===== src/logic/tlb_cfg.svh =====
`ifndef TLB_CFG_SVH
`define TLB_CFG_SVH

// Address geometry
`define TLB_ADDR_W        32
`define TLB_PAGE_W        12  // 4 kB pages
`define TLB_VPN_W         20

// Set, offset and block organisation
`define TLB_SETS          8
`define TLB_SET_W         3
`define TLB_OFFSETS       4
`define TLB_OFF_W         2
`define TLB_BLOCKS        4
`define TLB_BLK_W         2
`define TLB_SPARE_W       10

// RAM addressing
`define TLB_VA_AW         6   // {set, half, offset}
`define TLB_PA_AW         7   // {set, offset, block}

// Configuration write layout
`define TLB_CFG_AW        9
`define TLB_CFG_DW        31
`define TLB_CFG_PA_BIT    8   // Set selects the PA RAM
`define TLB_CFG_HALF_BIT  4   // Start or end word, spare for PA writes
`define TLB_CFG_VALID_BIT 30
`define TLB_CFG_WOK_BIT   29

`endif

===== src/logic/tlb_pkg.sv =====
`include "tlb_cfg.svh"

package tlb_pkg;

   // Lookup FSM
   typedef enum logic [1:0] {
      IDLE,
      SEARCH,
      WAIT
   } ctrl_state_e;

   // One VA word, start or end of a page range
   typedef struct packed {
      logic                     valid;
      logic                     write_ok;
      logic [`TLB_SPARE_W-1:0]  spare;
      logic [`TLB_VPN_W-1:0]    vpn;
   } tlb_entry_t;

   typedef struct packed {
      logic                     valid;     // Single-cycle strobe
      logic [`TLB_ADDR_W-1:0]   vaddr;
      logic                     is_write;
   } lookup_req_t;

   typedef struct packed {
      logic                     en;
      logic [`TLB_CFG_AW-1:0]   addr;
      logic [`TLB_CFG_DW-1:0]   data;
   } cfg_wr_t;

   // Per-block compare result
   typedef struct packed {
      logic hit;
      logic prot;
   } probe_t;

   typedef struct packed {
      logic hit;
      logic miss;
      logic prot;
   } tlb_result_t;

endpackage


===== src/logic/tlb_search_ctrl.sv =====
`timescale 1ns/100ps
`include "tlb_cfg.svh"

module tlb_search_ctrl (
   input  logic                    clk_i,
   input  logic                    rst_ni,
   input  tlb_pkg::lookup_req_t    req_i,
   input  logic                    stop_i,
   input  logic                    release_i,
   output logic [`TLB_ADDR_W-1:0]  vaddr_o,
   output logic                    is_write_o,
   output logic [`TLB_SET_W-1:0]   set_o,
   output logic [`TLB_OFF_W-1:0]   off_o,
   output logic                    probe_valid_o,
   output logic                    probe_last_o,
   output logic                    busy_o
);

   localparam logic [`TLB_OFF_W-1:0] LAST_OFF = `TLB_OFF_W'(`TLB_OFFSETS - 1);

   tlb_pkg::ctrl_state_e    state_q;
   tlb_pkg::ctrl_state_e    state_d;
   logic                    accept;
   logic                    issue_q;   // A probe goes out this cycle
   logic [`TLB_OFF_W-1:0]   off_q;
   logic                    pv_q;
   logic                    last_q;
   logic [`TLB_ADDR_W-1:0]  vaddr_q;
   logic                    is_write_q;

   assign accept = (state_q == tlb_pkg::IDLE) && req_i.valid;

   ////////////////////////////////////////////////////////////
   // Lookup FSM
   ////////////////////////////////////////////////////////////
   always_comb begin
      state_d = state_q;
      unique case (state_q)
         tlb_pkg::IDLE: begin
            if (accept) begin
               state_d = tlb_pkg::SEARCH;
            end
         end
         tlb_pkg::SEARCH: begin
            // Miss and prot release together with stop
            if (release_i) begin
               state_d = tlb_pkg::IDLE;
            end else if (stop_i) begin
               state_d = tlb_pkg::WAIT;
            end
         end
         tlb_pkg::WAIT: begin
            if (release_i) begin
               state_d = tlb_pkg::IDLE;
            end
         end
         default: state_d = tlb_pkg::IDLE;
      endcase
   end

   always_ff @(posedge clk_i) begin
      if (!rst_ni) begin
         state_q <= tlb_pkg::IDLE;
         issue_q <= 1'b0;
         off_q   <= '0;
         pv_q    <= 1'b0;
         last_q  <= 1'b0;
      end else begin
         state_q <= state_d;
         pv_q    <= issue_q;                         // Block read latency
         last_q  <= issue_q && (off_q == LAST_OFF);
         if (accept) begin
            issue_q <= 1'b1;
            off_q   <= '0;                           // Always start at offset 0
         end else if (stop_i) begin
            issue_q <= 1'b0;
         end else if (issue_q) begin
            off_q <= off_q + 1'b1;
            if (off_q == LAST_OFF) begin
               issue_q <= 1'b0;
            end
         end
      end
   end

   // Request capture
   always_ff @(posedge clk_i) begin
      if (accept) begin
         vaddr_q    <= req_i.vaddr;
         is_write_q <= req_i.is_write;
      end
   end

   assign vaddr_o    = vaddr_q;
   assign is_write_o = is_write_q;
   assign set_o      = vaddr_q[`TLB_PAGE_W +: `TLB_SET_W];
   assign off_o      = off_q;

   // Late probe results are dropped once the search is left
   assign probe_valid_o = pv_q && (state_q == tlb_pkg::SEARCH);
   assign probe_last_o  = last_q && (state_q == tlb_pkg::SEARCH);

   assign busy_o = (state_q != tlb_pkg::IDLE);

endmodule


===== config.mk =====
export PLATFORM = sky130hd
export DESIGN_NAME = tlb_search_ctrl
export DESIGN_NICKNAME = d
export VERILOG_FILES = /design/src/logic/tlb_pkg.sv /design/src/logic/tlb_search_ctrl.sv
export VERILOG_INCLUDE_DIRS = /design/src /design/src/logic
export SDC_FILE = /design/constraint.sdc
export NUM_CORES = 1
export LEC_CHECK = 0
export BUFFER_PORTS_ARGS = -buffer_cell sky130_fd_sc_hd__buf_2
export CAP_MARGIN = 25
export CORE_MARGIN = 5
export CORE_UTILIZATION = 42
export DETAILED_ROUTE_END_ITERATION = 7
export GPL_TIMING_DRIVEN = 1
export PLACE_DENSITY = 0.83
export SYNTH_ARGS = -nofsm -noshare
export SYNTH_HDL_FRONTEND = slang
export SYNTH_SLANG_ARGS = --single-unit

===== constraint.sdc =====
create_clock -name clk_i -period 2.9 [get_ports clk_i]
set_clock_uncertainty 0.2 [all_clocks]
set_input_delay 0.145 -clock clk_i [delete_from_list [all_inputs] [get_ports clk_i]]
set_output_delay 0.145 -clock clk_i [all_outputs]
set_load 0.05 [all_outputs]

Word-level counts from Yosys, hierarchy flattened. Index checks and enable logic that the tools add are counted.

Register bits after elaboration: 40. Output and inout port bits: 41. Input bits: 38. Logic and storage cells: 34.

Bitwise gates (word level): 2. Equality and inequality tests: 6. Add/sub/neg operators: 1. Multiplexer cells: 9. Reductions and logical operators: 9.

Operators with widths (number): $mux W2 (4); $pmux W2 S3 (1); $eq A2 B2 Y1 const B (2); $logic_and A1 B1 Y1 (4); $mux W1 (4); $ne A2 B2 Y1 const B (2); $ne A3 B3 Y1 const B (1); $reduce_and A3 Y1 (1); $add A2 B1 Y2 const B (1); $eq A2 B1 Y1 const B (1); $logic_not A2 Y1 (1); $not A1 Y1 (2); $reduce_and A2 Y1 (1); $reduce_bool A2 Y1 (1); $reduce_or A2 Y1 (1).

Logic depth before layout (Yosys ltp).
Word-level depth: 5. Mapped depth: 3. Depth with buffers taken out: 3.

Worst setup path before layout. Ideal clock, no wire load.

Path kind: register to register. From: register state_q[1]. To: register is_write_q, in the netlist is_write_o (enable). Clock period less this slack: 2350 ps. Arrival time: 1730 ps. Data required time: 2280 ps. Setup time: 420 ps. Path buffers: 0. Stages on the path, launching flop included: 2. Slack: 550 ps. Path through: dfxtp_1 nor3b_2.

Word-level cells in the longest chain between the ends: 2.

Ends and longest elaborated chain: from (decl) (RTL line tlb_search_ctrl.sv:21) `tlb_pkg::ctrl_state_e state_q;`; from (signal assigned) (RTL line tlb_search_ctrl.sv:63) `state_q <= tlb_pkg::IDLE;`; from (signal assigned) (RTL line tlb_search_ctrl.sv:69) `state_q <= state_d;`; $logic_not A2 Y1 (RTL line tlb_search_ctrl.sv:31) `assign accept = (state_q == tlb_pkg::IDLE) && req_i.valid;`; $logic_and A1 B1 Y1 (RTL line tlb_search_ctrl.sv:31); named net accept (RTL line tlb_search_ctrl.sv:23) `logic accept;`; to (signal assigned) (RTL line tlb_search_ctrl.sv:90) `is_write_q <= req_i.is_write;`; to (decl) (RTL line tlb_search_ctrl.sv:29) `logic is_write_q;`.

The timed path passes the listed nets, and every way through them passes these cells. A chain may end at the register's enable or synchronous reset.

Final worst setup path.
From: register state_q[0]. To: output probe_valid_o.

Word-level cells in the longest chain between the ends: 2.

Ends and longest elaborated chain: $eq A2 B1 Y1 (RTL line tlb_search_ctrl.sv:100) `assign probe_valid_o = pv_q && (state_q == tlb_pkg::SEARCH);`; $logic_and A1 B1 Y1 (RTL line tlb_search_ctrl.sv:100); to (decl) (RTL line tlb_search_ctrl.sv:14) `output logic probe_valid_o,`.

Every way passes these cells.

==> impl_metrics.ini <==
[grt]
overflow = 0
grt_use_total_pct = 16.1
grt_pass1_wl_mm = 5.10
grt_max_degree = 19
grt_pass1_vias = 1078
antenna_found_initial = 0

[timing]
final_max_slew_viol_count = 0
tightestPinTransition_ns = 0.270
tns_ns = 0
layout_setup_ws_ns = 1.17
max-slew-margin-rel_pct = 82.2
period_minus_slack_ns = 1.73
fmax_ghz = 0.579
rsz0062_at_grt = no
final_hold_viol_count = 0
setup_viol = 0
fin_crit_sh_pct = 59.6

[run]
maxCapViolCount = 0

[clock_tree]
cts.sinks = 40
cts_hold_buffers = 38
clk_pin_slew_ns = 0.12
clockBufferDepth = 2
insertion_delay_ns = 0.33
cts_tree = done
cts_setup_buffers = 0
cts.htree.levels = 2
numCtsBuffers = 5
cts_resized = 0
cts_root_buf = clkbuf_4

[run_status]
status = complete, no violations

[critical_path]
critPathKind = flop to primary output
critical_path.max_fanout = 5
critPathMaxStageDelay_ns = 0.47
start_kind = flop
worst_ep_arrival_time_ns = 1.38
crit_slowest_cell = dfxtp_1
cp-end-kind = primary output
crit_chain = and2b_4, and2_1, buf_2
crit_required_ns = 2.56

[floorplan]
core_area_um2 = 3030
start_util_pct = 43.8
placementRows = 20
dieHeight_um = 66.2
chipWidth_um = 66.2
ios = 79
fp.dieArea_um2 = 4380

[placement]
hpwlAfterDp_mm = 2.11
pre_cts_ws_ns = 1.55
gp_congestion = 0.708
portBuffers = 78
dpl_cell_area_um2 = 1770

[layout]
final_area_um2 = 2230
fillCellCount = 188
fin_nets = 226
final_core_util_pct = 73.5
drive_above_1_share_pct = 49.5
syn_to_final_growth_pct = 68.0
antennaDiodeCount = 0

[synthesis]
ys_top_cells_by_area = edfxtp_1 75%, dfxtp_1 11%, nor3b_2 1.9%
syn-cell-area_um2 = 1330
yosys_warnings = 0
synth_top_cell_by_area = edfxtp_1
synth_top_area_share_pct = 74.8
syn_inst = 65
ys_types = 19
syn_avg_cell_area_um2 = 20.4
ys_seq_area_share_pct = 85.4
synth_nets = 104
synth_seq_cells = 40

[power_and_ir_drop]
powerDensity_nw_per_um2 = 570
peakVddDrop_mv = 0.368
p_leak_uw = 0.000977
power.total_uw = 1270

[detailed_routing]
vias_per_cell = 4.40
ant_nets = 0
drt_first_iter_violations = 49
via_count = 1020
drt-total-wl_mm = 3.40
remaining_drc_errors = 0
drt-pass1-iter-count = 2
avgRoutedWirePerCell_um = 14.7

[min_path]
hold_path.class = flop to flop
## registers in the layout, summed over array words and instances, names as in the netlist
| signal | cells |
|---|---|
| is_write_o | 1 |
| pv_q | 1 |
| state_q | 2 |
| last_q | 1 |
| vaddr_o | 32 |
| issue_q | 1 |
| off_o | 2 |
## cell families (layout without fill, tap and decap cells)
group | after synthesis | after routing | share of synthesized area (%)
AND/OR/NAND/NOR | 16 | 16 | 8.59
flip-flops | 40 | 40 | 85.4
adder cells (fa/ha/maj) | 1 | 1 | 0.944
XOR/XNOR | 1 | 1 | 0.661
buffers and inverters | 3 | 126 | 1.70
multiplexers | 2 | 2 | 1.51
AO/OA/AOI/OAI | 2 | 2 | 1.23
## cells in the mapped netlist (all sizes together)
master / count
or2: 1
and2b: 2
nor3b: 3
and2: 3
xnor2: 1
a21oi: 1
nor2b: 2
mux2i: 2
buf: 3
dfxtp: 7
ha: 1
o21a: 1
and3: 1
nand2b: 1
edfxtp: 33
nor2: 3
## cell usage in the layout, fill, tap and decap left out, types with 2 or more instances in the layout
master         count
and2_1             3
buf_2             78
buf_4              2
clkbuf_4           5
dfxtp_1            7
dlygate4sd3_1     38
edfxtp_1          33
mux2i_1            2
nor2_1             3
## path summary, 6_finish.rpt
path / start / to / slack [ns] / cells after the start
worst min register to register: issue_q / last_q / 0.30 / 1
worst min-delay path: issue_q / last_q / 0.30 / 1
worst max register to register: state_q[0] / state_q[1] / 1.19 / 4
worst max-delay path: state_q[0] / probe_valid_o / 1.17 / 3
## final cells by class
class / instances / area, um2 / share of cell area (%)
sequential: 40 / 1130 / 50.8
clock inverter: 2 / 35.0 / 1.57
clock buffer: 6 / 41.3 / 1.85
multi-input combinational: 22 / 178 / 7.98
timing repair buffer: 118 / 786 / 35.3
tap: 44 / 55.1 / 2.47
## power breakdown
group	total (uW)	internal [uW]	switching (uW)
clock	348	181	168
combinational	249	84.6	164
sequential	672	661	11.4
## worst max-delay path, delay by kind of cell, from the launching register on
family	cells	cell delay, ns
DFF	1	0.47
and+or+nand+nor	2	0.33
buffers and inverters	1	0.26
## per-layer routing
layer	vias to the layer above	GRT usage [%]	wire (um)
li1	479	-	-
met1	470	17.1	1330
met2	67	29.1	1690
met3	4	6.29	352
met4	0	4.82	32
met5	-	0	0
## per-stage QoR
stage                     hold WS, ns  std cells
after floorplan                0.0145         65
after global placement          0.122        186
after detailed placement        0.123        186
after CTS                       0.299        232
after global routing            0.292        232
final                           0.305        232
No activity file was read; power rests on OpenSTA's default activity.
