`config.mk`:
```
export PLATFORM = sky130hd
export DESIGN_NAME = tlb_result
export DESIGN_NICKNAME = d
export VERILOG_FILES = /design/src/logic/tlb_pkg.sv /design/src/logic/tlb_result.sv /design/src/logic/tlb_ram.sv
export VERILOG_INCLUDE_DIRS = /design/src /design/src/logic
export SDC_FILE = /design/constraint.sdc
export NUM_CORES = 2
export LEC_CHECK = 0
export BUFFER_PORTS_ARGS = -buffer_cell sky130_fd_sc_hd__buf_4
export CORE_ASPECT_RATIO = 1.1
export CORE_UTILIZATION = 55
export CTS_CLUSTER_SIZE = 20
export DETAILED_ROUTE_END_ITERATION = 8
export GPL_ROUTABILITY_DRIVEN = 0
export PLACE_DENSITY_LB_ADDON = 0.25
export SLEW_MARGIN = 20
export SYNTH_ARGS = -nofsm -noshare
export SYNTH_HDL_FRONTEND = slang
export SYNTH_SLANG_ARGS = --single-unit
```
`constraint.sdc`:
```
create_clock -name clk_i -period 8.3 [get_ports clk_i]
set_clock_uncertainty 0.2 [all_clocks]
set_input_delay 0.415 -clock clk_i [delete_from_list [all_inputs] [get_ports clk_i]]
set_output_delay 0.415 -clock clk_i [all_outputs]
set_load 0.01 [all_outputs]
```
`src/logic/tlb_cfg.svh`:
```
`ifndef TLB_CFG_SVH
`define TLB_CFG_SVH

// Address geometry
`define TLB_ADDR_W        32
`define TLB_PAGE_W        12  // 4 kB pages
`define TLB_VPN_W         20

// Set, offset and block organisation
`define TLB_SETS          8
`define TLB_SET_W         3
`define TLB_OFFSETS       4
`define TLB_OFF_W         2
`define TLB_BLOCKS        4
`define TLB_BLK_W         2
`define TLB_SPARE_W       10

// RAM addressing
`define TLB_VA_AW         6   // {set, half, offset}
`define TLB_PA_AW         7   // {set, offset, block}

// Configuration write layout
`define TLB_CFG_AW        9
`define TLB_CFG_DW        31
`define TLB_CFG_PA_BIT    8   // Set selects the PA RAM
`define TLB_CFG_HALF_BIT  4   // Start or end word, spare for PA writes
`define TLB_CFG_VALID_BIT 30
`define TLB_CFG_WOK_BIT   29

`endif
```
`src/logic/tlb_pkg.sv`:
```
`include "tlb_cfg.svh"

package tlb_pkg;

   // Lookup FSM
   typedef enum logic [1:0] {
      IDLE,
      SEARCH,
      WAIT
   } ctrl_state_e;

   // One VA word, start or end of a page range
   typedef struct packed {
      logic                     valid;
      logic                     write_ok;
      logic [`TLB_SPARE_W-1:0]  spare;
      logic [`TLB_VPN_W-1:0]    vpn;
   } tlb_entry_t;

   typedef struct packed {
      logic                     valid;     // Single-cycle strobe
      logic [`TLB_ADDR_W-1:0]   vaddr;
      logic                     is_write;
   } lookup_req_t;

   typedef struct packed {
      logic                     en;
      logic [`TLB_CFG_AW-1:0]   addr;
      logic [`TLB_CFG_DW-1:0]   data;
   } cfg_wr_t;

   // Per-block compare result
   typedef struct packed {
      logic hit;
      logic prot;
   } probe_t;

   typedef struct packed {
      logic hit;
      logic miss;
      logic prot;
   } tlb_result_t;

endpackage

```
`src/logic/tlb_result.sv`:
```
`timescale 1ns/100ps
`include "tlb_cfg.svh"

module tlb_result (
   input  logic                               clk_i,
   input  logic                               rst_ni,
   input  tlb_pkg::probe_t [`TLB_BLOCKS-1:0]  probes_i,
   input  logic                               probe_valid_i,
   input  logic                               probe_last_i,
   input  logic [`TLB_SET_W-1:0]              set_i,
   input  logic [`TLB_OFF_W-1:0]              off_i,
   input  logic [`TLB_PAGE_W-1:0]             page_off_i,
   input  logic                               pa_we_i,
   input  logic [`TLB_PA_AW-1:0]              pa_waddr_i,
   input  logic [`TLB_VPN_W-1:0]              pa_wdata_i,
   input  logic                               trans_sent_i,
   output logic                               stop_o,
   output logic                               release_o,
   output tlb_pkg::tlb_result_t               result_o,
   output logic [`TLB_ADDR_W-1:0]             paddr_o
);

   logic [`TLB_OFF_W-1:0]  off_q;
   logic                   any_hit;
   logic                   win_prot;
   logic [`TLB_BLK_W-1:0]  win_blk;
   logic                   decide;
   logic                   decided_q;   // Outcome known for this lookup
   logic                   hit_wait_q;
   logic [`TLB_PA_AW-1:0]  pa_raddr;
   logic [`TLB_VPN_W-1:0]  pa_rdata;
   tlb_pkg::tlb_result_t   pend_q;

   // Offset of the probe whose result is present now
   always_ff @(posedge clk_i) begin
      off_q <= off_i;
   end

   // Lowest matching block wins, scan runs downward
   always_comb begin
      any_hit  = 1'b0;
      win_prot = 1'b0;
      win_blk  = '0;
      for (int b = `TLB_BLOCKS - 1; b >= 0; b--) begin
         if (probes_i[b].hit) begin
            any_hit  = 1'b1;
            win_prot = probes_i[b].prot;
            win_blk  = `TLB_BLK_W'(b);
         end
      end
   end

   assign decide   = probe_valid_i && !decided_q && (any_hit || probe_last_i);
   assign pa_raddr = {set_i, off_q, win_blk};

   tlb_ram #(
      .AW (`TLB_PA_AW),
      .DW (`TLB_VPN_W)
   ) u_pa_ram (
      .clk_i    (clk_i),
      .we_i     (pa_we_i),
      .waddr_i  (pa_waddr_i),
      .wdata_i  (pa_wdata_i),
      .raddr0_i (pa_raddr),
      .raddr1_i ('0),
      .rdata0_o (pa_rdata),
      .rdata1_o ()
   );

   ////////////////////////////////////////////////////////////
   // Outcome pipeline, PA read stage then output stage
   ////////////////////////////////////////////////////////////
   always_ff @(posedge clk_i) begin
      if (!rst_ni) begin
         decided_q  <= 1'b0;
         hit_wait_q <= 1'b0;
         pend_q     <= '0;
         result_o   <= '0;
      end else begin
         if (release_o) begin
            decided_q <= 1'b0;
         end else if (decide) begin
            decided_q <= 1'b1;
         end
         if (release_o) begin
            hit_wait_q <= 1'b0;
         end else if (result_o.hit) begin
            hit_wait_q <= 1'b1;                      // Hold until translation is sent
         end
         pend_q      <= '0;
         pend_q.hit  <= decide && any_hit && !win_prot;
         pend_q.miss <= decide && !any_hit;
         pend_q.prot <= decide && any_hit && win_prot;
         result_o    <= pend_q;
      end
   end

   // Page offset stays put until the next accepted request
   always_ff @(posedge clk_i) begin
      if (pend_q.hit) begin
         paddr_o <= {pa_rdata, page_off_i};
      end
   end

   assign stop_o    = result_o.hit | result_o.miss | result_o.prot;
   assign release_o = result_o.miss | result_o.prot | (trans_sent_i && hit_wait_q);

endmodule

```
`src/logic/tlb_ram.sv`:
```
`timescale 1ns/100ps

module tlb_ram #(
   parameter int unsigned AW = 6,
   parameter int unsigned DW = 32
) (
   input  logic          clk_i,
   input  logic          we_i,
   input  logic [AW-1:0] waddr_i,
   input  logic [DW-1:0] wdata_i,
   input  logic [AW-1:0] raddr0_i,
   input  logic [AW-1:0] raddr1_i,
   output logic [DW-1:0] rdata0_o,
   output logic [DW-1:0] rdata1_o
);

   logic [DW-1:0] mem [2**AW];

   always_ff @(posedge clk_i) begin
      if (we_i) begin
         mem[waddr_i] <= wdata_i;
      end
      // Both reads registered, old data on a same-address write
      rdata0_o <= mem[raddr0_i];
      rdata1_o <= mem[raddr1_i];
   end

endmodule

```
[After elaboration in Yosys (flattened, before gate mapping)]
Memories as Yosys holds them, arrays and structs flattened. A register that Yosys moved wholly into a read port is not among the register bits.
Index checks and enable logic that the tools add are counted.
Operators by class
  reductions and logical operators: 12
  multiplexer cells: 14
  bitwise gates (word level): 5
Operators with widths (count)
  $mux W1: 10
  $mux W2: 4
  $logic_and A1 B1 Y1: 7
  $or A1 B1 Y1: 4
  $logic_not A1 Y1: 3
  $reduce_or A2 Y1: 1
  $logic_or A1 B1 Y1: 1
  $not A1 Y1: 1
Word-level totals
  memories kept: 1
  RAM bits: 2560
  output and inout bits: 37
  input bits: 58
  register bits: 42
Memories
  u_pa_ram.mem: depth 128, width 20, rd ports 1, clocked after Yosys merged registers in 1, wr ports 1, line tlb_ram.sv:17  | logic [DW-1:0] mem [2**AW];

[Longest topological paths before layout]
  depth after elaboration: 8
  mapped depth: 13
  gate-level depth less buffers: 7

[By module]
Synthesis repeated with hierarchy kept, for this count alone.
Second synthesis, totals
  cells, all modules: 4954
  area total of the unflattened synthesis: 119632.2 um^2
By module, submodules not included
  tlb_ram: instances 1, area each 118302.2 um^2, cells each 4881, seq. area each 77674.5 um^2
  tlb_result: instances 1, area each 1330.0 um^2, cells each 73, seq. area each 1161.1 um^2

[Least setup slack after synthesis]
No wires, ideal clock.
  path kind: input -> register
  start: input pa_we_i
  end: memory u_pa_ram.mem[100][0] (netlist bit), enable pin
  data arrival time: 2.387 ns
  path buffers: 1
  stages: 3
  setup slack: 5.290 ns
  setup time: 0.422 ns
  data required time: 7.678 ns
  cells stage by stage: clkbuf_1 -> nand4_1 -> nor3_1
Between the ends
  longest elaborated chain between the ends: 2
Ends and longest elaborated chain
  from (decl): line tlb_result.sv:13  | input logic pa_we_i,
  $mux W1: line tlb_ram.sv:20  | if (we_i) begin
  $mux W1 (not written as such): line tlb_ram.sv:21  | mem[waddr_i] <= wdata_i;
  to (decl): line tlb_ram.sv:17
Every way passes these cells.

==> results.ini <==
[power_and_ir_drop]
sequentialPowerShare = 0.543
total_leakage_power_nw = 33.9
pwr-share-comb = 0.059
peakVddDrop_uv = 236
p_sw_w = 0.00618
p_per_area_nw_per_um2 = 244
p_int_w = 0.0209
clkPwrFrac = 0.398
swShare = 0.228

[routing]
drc = 0
detail_route.wl_per_cell_um = 38.6
first_pass_iters = 9
post_drt_via_cell_ratio = 7.32
vias = 63900
postRouteAntennaNets = 0
first_iter_violations = 11800
routed_wl_mm = 337

[clock_tree]
clk_pin_slew_ns = 0.06
cts_resized = 0
post-cts-setup-buffers = 0
cts.sinks = 2622
clock_latency_ns = 0.92
cts_max_level = 4
cts_tree = yes
cts_buffer_depth = 3
clock-root-buffer = clkbuf_16
numCtsBuffers = 239

[die]
rows = 162
die_x_um = 405
die-area_um2 = 181000
core_um2 = 178000
die-height_um = 446
initial_core_util = 0.555
io_pins = 95

[global_routing]
grt_pass1_vias = 59300
antenna_found_initial = 32
grt_use_total = 0.370
grt_max_degree = 166
grt_overflow = 0
grt_pass1_wl_mm = 463

[synth]
yosysSeqAreaShare = 0.796
synth.net_count = 6047
netlist.top_cell.by_area = edfxtp_1
postSynthCellCount = 5989
yosys_warnings = 0
synth_flop_cell = edfxtp_1
ys_seq_elements = 2622
synth_edf_count = 2592
synth_common_cells = edfxtp_1, o22ai_1, nor2_1
synth.top_cell.area_share = 0.790
async_reset_ff_frac = 0
synth.distinct_cells = 77
yosysMostFrequentCell = edfxtp_1
synth.cell_area_um2 = 98500
netlist_top_cells_area = edfxtp_1, o221ai_1, o22ai_1
avgSynthCellArea_um2 = 16.4

[job]
max_cap_violations = 0

[setup_path]
cp.arrival_ns = 5.39
crit_path_end_kind = register
r2r_cells = 9
worstPathRequired_ns = 8.85
critPathLaunch = off_q[1]$_DFF_P_
rrSetupSlack_ns = 3.46
setup.worst_path.class = register to register
startpoint_type = register
worstPathMaxFanout = 24
r2r_start = off_q[1]$_DFF_P_
rr_endpoint = u_pa_ram.rdata0_o[11]$_DFF_P_

[min_path]
worstHoldPathType = input pin to register
worstHoldStart = page_off_i[4]
hold_depth = 2
hold-path-endpoint = paddr_o[4]$_DFFE_PP_

[final_layout]
area_growth_pct = 12.8
layout-drive-gt1-share = 0.140
nets = 6190
final_cells = 8730

[sta]
max_slew_margin = 0.112
drv_slew = 0
hold_viol_final = 0
max_freq_mhz = 207
fin_crit_ns = 4.84
setup_viol = 0
period_share = 0.583
grt_setup_unrepaired = no
worst_pin_slew_ns = 1.32
tns_ns = 0

[outcome]
status = complete, no violations

[placement]
placed_cells = 8222
io_buffers = 94
hpwlAfterDp_mm = 189

[cells in the final DEF (no fill, tap or decap), drive strengths merged, types with 20 or more instances in the layout]
master	synthesis	final
clkinv	3	109
inv	16	25
o22ai	486	486
nand3	38	38
edfxtp	2592	2592
a211oi	73	73
o21ai	389	389
o22a	43	43
o221a	55	55
o221ai	381	381
nand2	87	87
nand2b	29	29
nor3	100	100
o2111ai	30	30
a21oi	272	272
dlygate4sd3	0	46
o211ai	68	68
or3	20	20
nor2	411	411
clkbuf	313	305
buf	149	317
a211o	48	48
dfxtp	30	30
and2	20	20
a21o	31	31
[sequential cells by signal, indices dropped and copies added, names as in the netlist]
signal	count
off_q	2
u_pa_ram.mem	2560
hit_wait_q	1
decided_q	1
u_pa_ram.rdata0_o	20
pend_q	3
paddr_o	32
result_o	3
[routing by layer]
layer / vias to the layer above / share of wire / GRT usage / routed length (um)
met5: - / 0.00025 / 0 / 84
met4: 14 / 0.080 / 0.250 / 27000
met3: 1105 / 0.15 / 0.116 / 50900
met2: 5758 / 0.43 / 0.528 / 145000
met1: 32000 / 0.34 / 0.487 / 114000
li1: 25100 / - / - / -
[final cells by class]
class,count,area (um^2)
Multi-Input combinational cell,2886,18900
Clock buffer,304,6310
Antenna cell,19,47.5
Sequential cell,2622,78400
Clock inverter,138,1290
Fill cell,12500,66400
Timing Repair Buffer,364,3070
Inverter,19,86.3
Tap cell,2378,2980
[metrics by stage]
step | total power [W] | hold WS (ns) | instance area (um^2) | setup slack (ns) | util
4_1_cts | 0.0270 | 0.0140 | 111000 | 3.99 | 0.625
2_1_floorplan | 0.0156 | 0.186 | 98500 | 5.29 | -
5_1_grt | 0.0275 | 0.0566 | 111000 | 3.68 | 0.626
6_report | 0.0271 | 0.0543 | 111000 | 3.46 | 0.626
3_3_place_gp | 0.0165 | 0.193 | 103000 | 2.78 | 0.580
3_5_place_dp | 0.0165 | 0.200 | 103000 | 3.55 | 0.580
[worst max-delay path, stage by stage, from the launching register on]
cell and delay, ns:
dfxtp_4 0.62, buf_4 0.42, buf_4 0.62, nand2b_1 0.21, buf_4 0.45, nor2_1 0.20
o2bb2ai_1 0.37, nand4_1 0.60, a211oi_1 0.74, nand4_1 0.15
[timing repair]
action | 4_1_cts | 5_1_grt
hold endpoints to repair | 985 | 0
endpoints found under the setup margin | 0 | 0
hold buffers | 46 | 0
[logic make-up (layout without fill, tap and decap cells)]
| kind of cell | after synthesis | after routing | share of synthesized area |
|---|---|---|---|
| AOI/OAI and AO/OA | 2070 | 2070 | 0.146 |
| buffers and inverters | 481 | 825 | 0.0193 |
| DFF | 2622 | 2622 | 0.796 |
| muxes | 2 | 2 | 0.000203 |
| other | 0 | 19 | 0 |
| and+or+nand+nor | 814 | 814 | 0.0383 |
[how the worst max path moves through the flow]
| stage | cells after the start | to | slack (ns) |
|---|---|---|---|
| floorplan | 3 | u_pa_ram.mem[100][0]$_DFFE_PP_ | 5.29 |
| global placement | 10 | u_pa_ram.rdata0_o[4]$_DFF_P_ | 2.78 |
| detailed placement | 10 | u_pa_ram.rdata0_o[1]$_DFF_P_ | 3.55 |
| CTS | 9 | u_pa_ram.rdata0_o[1]$_DFF_P_ | 3.99 |
| global route | 9 | u_pa_ram.rdata0_o[11]$_DFF_P_ | 3.68 |
| finish | 9 | u_pa_ram.rdata0_o[11]$_DFF_P_ | 3.46 |
[power by group through the flow]
| stage | clock network [W] | logic [W] | registers, W |
|---|---|---|---|
| 4_1_cts | 0.0107 | 0.00153 | 0.0147 |
| 2_1_floorplan | 0 | 0.000658 | 0.0149 |
| 3_5_place_dp | 0 | 0.00150 | 0.0150 |
| 5_1_grt | 0.0112 | 0.00162 | 0.0147 |
| 3_3_place_gp | 0 | 0.00148 | 0.0150 |
| 6_report | 0.0108 | 0.00161 | 0.0147 |
Note: power is estimated with default switching activity, not from simulation.
