### config.mk
export PLATFORM = sky130hd
export DESIGN_NAME = tlb_va_block
export DESIGN_NICKNAME = d
export VERILOG_FILES = /design/src/logic/tlb_pkg.sv /design/src/logic/tlb_va_block.sv /design/src/logic/tlb_ram.sv
export VERILOG_INCLUDE_DIRS = /design/src /design/src/logic
export SDC_FILE = /design/constraint.sdc
export NUM_CORES = 1
export LEC_CHECK = 0
export ABC_AREA = 0
export ABC_CLOCK_PERIOD_IN_PS = 2280
export BUFFER_PORTS_ARGS = -buffer_cell sky130_fd_sc_hd__buf_4
export CORE_MARGIN = 1.5
export CORE_UTILIZATION = 35
export DETAILED_ROUTE_END_ITERATION = 6
export GPL_TIMING_DRIVEN = 0
export PLACE_DENSITY = 0.61
export SYNTH_ARGS = -nofsm -noshare
export SYNTH_HDL_FRONTEND = slang
export SYNTH_SLANG_ARGS = --single-unit
### constraint.sdc
create_clock -name clk_i -period 2.28 [get_ports clk_i]
set_input_delay 0 -clock clk_i [delete_from_list [all_inputs] [get_ports clk_i]]
set_output_delay 0 -clock clk_i [all_outputs]
set_load 0.02 [all_outputs]
### src/logic/tlb_cfg.svh
`ifndef TLB_CFG_SVH
`define TLB_CFG_SVH

// Address geometry
`define TLB_ADDR_W        32
`define TLB_PAGE_W        12  // 4 kB pages
`define TLB_VPN_W         20

// Set, offset and block organisation
`define TLB_SETS          8
`define TLB_SET_W         3
`define TLB_OFFSETS       4
`define TLB_OFF_W         2
`define TLB_BLOCKS        4
`define TLB_BLK_W         2
`define TLB_SPARE_W       10

// RAM addressing
`define TLB_VA_AW         6   // {set, half, offset}
`define TLB_PA_AW         7   // {set, offset, block}

// Configuration write layout
`define TLB_CFG_AW        9
`define TLB_CFG_DW        31
`define TLB_CFG_PA_BIT    8   // Set selects the PA RAM
`define TLB_CFG_HALF_BIT  4   // Start or end word, spare for PA writes
`define TLB_CFG_VALID_BIT 30
`define TLB_CFG_WOK_BIT   29

`endif
### src/logic/tlb_pkg.sv
`include "tlb_cfg.svh"

package tlb_pkg;

   // Lookup FSM
   typedef enum logic [1:0] {
      IDLE,
      SEARCH,
      WAIT
   } ctrl_state_e;

   // One VA word, start or end of a page range
   typedef struct packed {
      logic                     valid;
      logic                     write_ok;
      logic [`TLB_SPARE_W-1:0]  spare;
      logic [`TLB_VPN_W-1:0]    vpn;
   } tlb_entry_t;

   typedef struct packed {
      logic                     valid;     // Single-cycle strobe
      logic [`TLB_ADDR_W-1:0]   vaddr;
      logic                     is_write;
   } lookup_req_t;

   typedef struct packed {
      logic                     en;
      logic [`TLB_CFG_AW-1:0]   addr;
      logic [`TLB_CFG_DW-1:0]   data;
   } cfg_wr_t;

   // Per-block compare result
   typedef struct packed {
      logic hit;
      logic prot;
   } probe_t;

   typedef struct packed {
      logic hit;
      logic miss;
      logic prot;
   } tlb_result_t;

endpackage

### src/logic/tlb_va_block.sv
`timescale 1ns/100ps
`include "tlb_cfg.svh"

module tlb_va_block (
   input  logic                   clk_i,
   input  logic                   rst_ni,
   input  logic                   we_i,
   input  logic [`TLB_VA_AW-1:0]  waddr_i,
   input  tlb_pkg::tlb_entry_t    wdata_i,
   input  logic [`TLB_SET_W-1:0]  set_i,
   input  logic [`TLB_OFF_W-1:0]  off_i,
   input  logic [`TLB_VPN_W-1:0]  vpn_i,
   input  logic                   is_write_i,
   output tlb_pkg::probe_t        probe_o
);

   localparam int unsigned SLOTS = `TLB_SETS * `TLB_OFFSETS;

   logic [SLOTS-1:0]                      valid_q;
   logic                                  valid_rd_q;
   logic                                  is_write_q;
   logic [`TLB_SET_W+`TLB_OFF_W-1:0]      wslot;
   logic [`TLB_SET_W+`TLB_OFF_W-1:0]      rslot;
   logic                                  wr_start;
   logic [`TLB_VA_AW-1:0]                 raddr_start;
   logic [`TLB_VA_AW-1:0]                 raddr_end;
   tlb_pkg::tlb_entry_t                   start_rd;
   tlb_pkg::tlb_entry_t                   end_rd;
   logic                                  match;

   // Write address is {set, half, offset}, half clear for the start word
   assign wr_start = ~waddr_i[`TLB_OFF_W];
   assign wslot    = {waddr_i[`TLB_VA_AW-1 -: `TLB_SET_W], waddr_i[`TLB_OFF_W-1:0]};
   assign rslot    = {set_i, off_i};

   assign raddr_start = {set_i, 1'b0, off_i};
   assign raddr_end   = {set_i, 1'b1, off_i};

   tlb_ram #(
      .AW (`TLB_VA_AW),
      .DW ($bits(tlb_pkg::tlb_entry_t))
   ) u_va_ram (
      .clk_i    (clk_i),
      .we_i     (we_i),
      .waddr_i  (waddr_i),
      .wdata_i  (wdata_i),
      .raddr0_i (raddr_start),
      .raddr1_i (raddr_end),
      .rdata0_o (start_rd),
      .rdata1_o (end_rd)
   );

   ////////////////////////////////////////////////////////////
   // Slot valid bits, kept in flops so reset empties the TLB
   ////////////////////////////////////////////////////////////
   always_ff @(posedge clk_i) begin
      if (!rst_ni) begin
         valid_q <= '0;
      end else if (we_i && wr_start) begin
         valid_q[wslot] <= wdata_i.valid;
      end
   end

   // Same latency as the RAM read
   always_ff @(posedge clk_i) begin
      valid_rd_q <= valid_q[rslot];
      is_write_q <= is_write_i;
   end

   // Range check: start <= vpn <= end
   assign match = valid_rd_q && (start_rd.vpn <= vpn_i) && (vpn_i <= end_rd.vpn);

   assign probe_o.hit  = match;
   assign probe_o.prot = match && is_write_q && !start_rd.write_ok;  // Write to read-only page

endmodule

### src/logic/tlb_ram.sv
`timescale 1ns/100ps

module tlb_ram #(
   parameter int unsigned AW = 6,
   parameter int unsigned DW = 32
) (
   input  logic          clk_i,
   input  logic          we_i,
   input  logic [AW-1:0] waddr_i,
   input  logic [DW-1:0] wdata_i,
   input  logic [AW-1:0] raddr0_i,
   input  logic [AW-1:0] raddr1_i,
   output logic [DW-1:0] rdata0_o,
   output logic [DW-1:0] rdata1_o
);

   logic [DW-1:0] mem [2**AW];

   always_ff @(posedge clk_i) begin
      if (we_i) begin
         mem[waddr_i] <= wdata_i;
      end
      // Both reads registered, old data on a same-address write
      rdata0_o <= mem[raddr0_i];
      rdata1_o <= mem[raddr1_i];
   end

endmodule

# Word level (Yosys, flattened, before mapping)
# Memories as Yosys holds them, arrays and structs flattened. A register that Yosys moved wholly into a read port is not among the register bits.
# Cells that the tools add are included.
# classes
order_cmp	5
n_mux	7
n_bitwise	1
reduce_logical	7
# ops
cell	n
20-bit <= comparator	2
32-bit bitwise mux	1
5-bit by 6-bit < comparator with 1-bit output (second input constant)	2
1-bit logical AND	6
1-bit binary-select mux with 5-bit select	1
1-bit demux with 5-bit select	1
5-bit by 1-bit >= comparator with 1-bit output (second input constant)	1
1-bit two-way mux	4
1-bit zero test	1
1-bit inverter	1
# totals
regBits	34
ramBits	2048
out_inout_bits	2
word_cells	24
n_memories	1
# memory_table
name	words	width	read_ports	rd_ports_with_merged_regs	write_ports	line_no	source
u_va_ram.mem	64	32	2	2	1	tlb_ram.sv:17	logic [DW-1:0] mem [2**AW];

# Longest topological paths before layout
# depth
depth_word	5
ltp_mapped	9
ltp_nobuf	8

# By module
# From an unflattened synthesis, not the netlist that was laid out.
# hier_totals
cells_unflattened	4759
hier_area_um2	98420.6
# modules_own_cells
module	instances	cells_each	area_per_inst_um2	seq_area_each_um2
tlb_ram	1	4412	95660.5	62780.2
tlb_va_block	1	347	2760.1	680.7

# Worst setup path after synthesis
# No wires, ideal clock.
# synth_path
path_type	input -> register
start	in waddr_i[1]
end	mem u_va_ram.mem[16][0] (enable)
setup_time_ps	400
t_arrival_ps	1790
t_required_ps	1880
slack_ps	90
cell_stages	5
cell_sequence	clkbuf_1 -> or3_1 -> clkbuf_1 -> clkbuf_1 -> nor2_1
# synth_lines
element	line_no	source
from (decl)	tlb_va_block.sv:8	input logic [`TLB_VA_AW-1:0] waddr_i,
to (decl)	tlb_ram.sv:17	
# Straight into the memory's write port.

==> flow_metrics.env <==
export IMPL_dr_first_iter_drc_count=2980
export IMPL_syn_area_per_cell_sq_um=23.2
export IMPL_slew_headroom=0.162
export IMPL_grtUsageTotal=0.173
export IMPL_fin_crit_sh=1.13
export IMPL_postLayoutCellArea_sq_um=62500
export IMPL_setup_violations_final=2
export IMPL_die_width_microns=393
export IMPL_areaGrowthSynthToFinish_pct=17.4
export IMPL_floorplan_initialDensity=0.354
export IMPL_die_area_sq_um=155000
export IMPL_sw_frac_of_total=0.209
export IMPL_synth_top_area_cell="edfxtp_1"
export IMPL_whs_ns=0.108
export IMPL_cp_end_kind="output pin"
export IMPL_ff2ff_setup_slack_ns=0.28
export IMPL_grt_antenna_before_repair=24
export IMPL_cts_root_buffer="clkbuf_16"
export IMPL_synth_top_cell_area_share=0.740
export IMPL_cts_sinks=1387
export IMPL_dp_cells=4404
export IMPL_num_vias=25100
export IMPL_drv_slew=0
export IMPL_worstPathCellList="inv_1 -> ha_4 -> a21oi_1 -> o21ai_1 -> a221o_1 -> a21oi_2 -> a21oi_2 -> a211oi_2 -> buf_4"
export IMPL_fillers=12900
export IMPL_synth_area_sq_um=53300
export IMPL_drive_gt1_frac=0.345
export IMPL_path_common_cell="a21oi_2"
export IMPL_setup_slack_ns=-0.287
export IMPL_vdd_drop_max_mv=0.712
export IMPL_power_density_nw_per_um2=867
export IMPL_grt_pass1_wl_microns=189000
export IMPL_worst_pin_slew_ns=1.26
export IMPL_critPathMaxStageDelay_ns=0.38
export IMPL_cpLargestDelayFamily="compound AO/OA/AOI/OAI gates"
export IMPL_clk_pin_slew_ns=0.06
export IMPL_wl_per_cell_microns=28.0
export IMPL_fmax_mhz=389
export IMPL_fin_crit_ns=2.57
export IMPL_cp_num_buf_inv=2
export IMPL_ys_seq_area_frac=0.768
export IMPL_dpl_cell_area_sq_um=57200
export IMPL_numCtsBuffers=141
export IMPL_clock_path_buffers=3
export IMPL_first_pass_iters=7
export IMPL_crit_slowest_cell="a221o_1"
export IMPL_synth_seq_cells=1387
export IMPL_crit_reg2reg_launch="u_va_ram.mem[31][19]"
export IMPL_rows=142
export IMPL_ys_async_sr_fraction=0
export IMPL_status="finished with violations"
export IMPL_finClkSkew_ns=0.0235
export IMPL_drv_cap=0
export IMPL_pwr_share_clk=0.423
export IMPL_drc=3
export IMPL_totalWireLength_microns=132000
export IMPL_gr_total_overflow=0
export IMPL_yosysWarnings=0
export IMPL_yosys_top_cells_area="edfxtp_1, mux4_2, dfxtp_1, ha_1, mux2_2"
export IMPL_ios=69
export IMPL_p_seq_frac=0.521
export IMPL_netlist_instances=2301
export IMPL_clkLatencyLatePin_ns=0.75
export IMPL_fp_dieH_microns=393
export IMPL_ant_nets=0
export IMPL_hp_class="in2reg"
export IMPL_grt_max_degree=65
export IMPL_vias_per_cell=5.34
export IMPL_violations="DRC, setup timing"
export IMPL_intPower_mw=42.9
export IMPL_worstSetupPathType="reg2out"
export IMPL_grt_pass1_vias=26100
export IMPL_worstPathArrival_ns=2.57
export IMPL_htreeDepth=4
export IMPL_hold_path_startpoint="set_i[1]"
export IMPL_dp_hpwl_microns=83900
export IMPL_startpoint_type="flip-flop"
export IMPL_worstPathRequired_ns=2.28
export IMPL_gp_congestion=0.862
export IMPL_synth_edf_count=1312
export IMPL_coreArea_sq_um=150000
export IMPL_syn_nets=2408
export IMPL_p_sw_mw=11.3
export IMPL_port_buffers=52
export IMPL_crit_fanout=2
export IMPL_setup_worst_path_start="u_va_ram.rdata1_o[9]"
export IMPL_grt_setup_unrepaired="true"
export IMPL_p_comb_frac=0.056
export IMPL_nets=2674
export IMPL_ys_types=31
export IMPL_ys_flop_type="edfxtp_1"
export IMPL_p_leak_nw=19.4
export IMPL_fin_cells=4701
export IMPL_finalHoldViolCount=0
export IMPL_cts_tree="done"
repair_timing:
item | 4_1_cts | 5_1_grt
resized for setup | 53 | 23
pin swaps | 13 | 9
hold endpoints to repair | 1444 | 0
hold buffers | 31 | 0
endpoints found under the setup margin | 44 | 15
buffers inserted | 5 | 1
metal layers:
metal | vias up | global-route usage | wire length, microns | part of all wire
met1 | 13600 | 0.238 | 54000 | 0.41
li1 | 10300 | - | - | -
met3 | 185 | 0.0411 | 12100 | 0.092
met4 | 10 | 0.0458 | 2690 | 0.020
met2 | 1033 | 0.276 | 63000 | 0.48
met5 | - | 0 | 78 | 0.00059
layout make-up:
type                            instances  area [sq um]  area share
Tap cell                             2016          2520      0.0403
Clock buffer                          190          3930      0.0629
Inverter                               42           160     0.00256
Clock inverter                         65           666      0.0106
Timing Repair Buffer                  124          1480      0.0237
Sequential cell                      1387         40900       0.655
Buffer                                119           561     0.00897
Antenna cell                            6          15.0    0.000240
Multi-Input combinational cell        752         12300       0.196
power groups by stage:
| stage | clock network (mW) | registers (mW) | logic (mW) |
|---|---|---|---|
| after floorplan | 0 | 28.7 | 1.58 |
| after global placement | 0 | 28.8 | 2.75 |
| after detailed placement | 0 | 28.8 | 2.89 |
| after CTS | 23.2 | 28.3 | 3.03 |
| after global routing | 24.3 | 28.3 | 3.25 |
| final | 22.9 | 28.3 | 3.04 |
cell usage in the layout (no fill, tap or decap), types with 5 or more instances in the layout:
master,n
clkinv_1,17
buf_4,57
nand3_1,8
clkbuf_2,13
a21boi_0,32
nand2_1,46
dfxtp_1,60
clkbuf_8,8
clkbuf_1,98
dfxtp_2,13
buf_8,18
dlygate4sd3_1,31
clkbuf_16,148
o21ai_0,36
buf_6,7
ha_1,23
nor2_1,6
nand4_1,8
buf_16,16
nor2_2,34
clkinvlp_4,5
mux4_2,420
clkinv_2,20
inv_6,6
diode_2,6
ha_4,17
inv_1,33
a21oi_1,18
edfxtp_1,1312
inv_2,8
nor2_4,30
mux2_2,42
buf_2,29
bufinv_16,12
buf_1,6
logic make-up (layout without fill, tap and decap cells):
group                    Yosys count  after routing  share of synthesized area
AND/OR/NAND/NOR                  152            152                     0.0124
adder cells (fa/ha/maj)           40             40                    0.00939
AO/OA/AOI/OAI                     98             98                     0.0111
other                              0              6                          0
multiplexers                     462            462                      0.186
flip-flops                      1387           1387                      0.768
buffers and inverters            162            540                     0.0130
worst paths after layout:
check	cells past startpoint	endpoint
max	9	probe_o[0]
min	3	u_va_ram.rdata1_o[2]
max reg2reg	3	u_va_ram.rdata1_o[19]
min reg2reg	2	valid_q[17]
worst min-delay path, stage by stage:
cell	delay (ns)
clkbuf_1	0.30
mux4_2	0.35
mux2_2	0.16
flip-flops by register name (all words and copies together) (netlist names):
signal	cells
is_write_q	1
u_va_ram.rdata0_o	21
u_va_ram.rdata1_o	20
valid_rd_q	1
u_va_ram.mem	1312
valid_q	32
synth_stat cells (3+ instances only):
cell type	number
ha_1	40
mux2_2	42
buf_2	29
nand4_1	8
buf_1	7
a21oi_1	22
dfxtp_1	75
mux4_2	420
nand2b_1	3
nand3_1	8
a21boi_0	32
or3_1	3
clkbuf_1	77
o21ai_0	38
buf_6	6
nand3b_1	4
nor2_1	70
nand2_1	47
inv_1	42
edfxtp_1	1312
through the flow:
step / TNS, ns / utilization / worst slack (ns) / power (mW)
3_5_place_dp: -98.11 / 0.380 / -1.80 / 31.7
5_1_grt: -0.771 / 0.415 / -0.420 / 55.8
4_1_cts: -0.548 / 0.415 / -0.294 / 54.5
3_3_place_gp: -1069.22 / 0.373 / -2.22 / 31.5
6_report: -0.502 / 0.415 / -0.287 / 54.2
2_1_floorplan: 0 / - / 0.0895 / 30.3
Note: power is estimated with default switching activity, not from simulation.
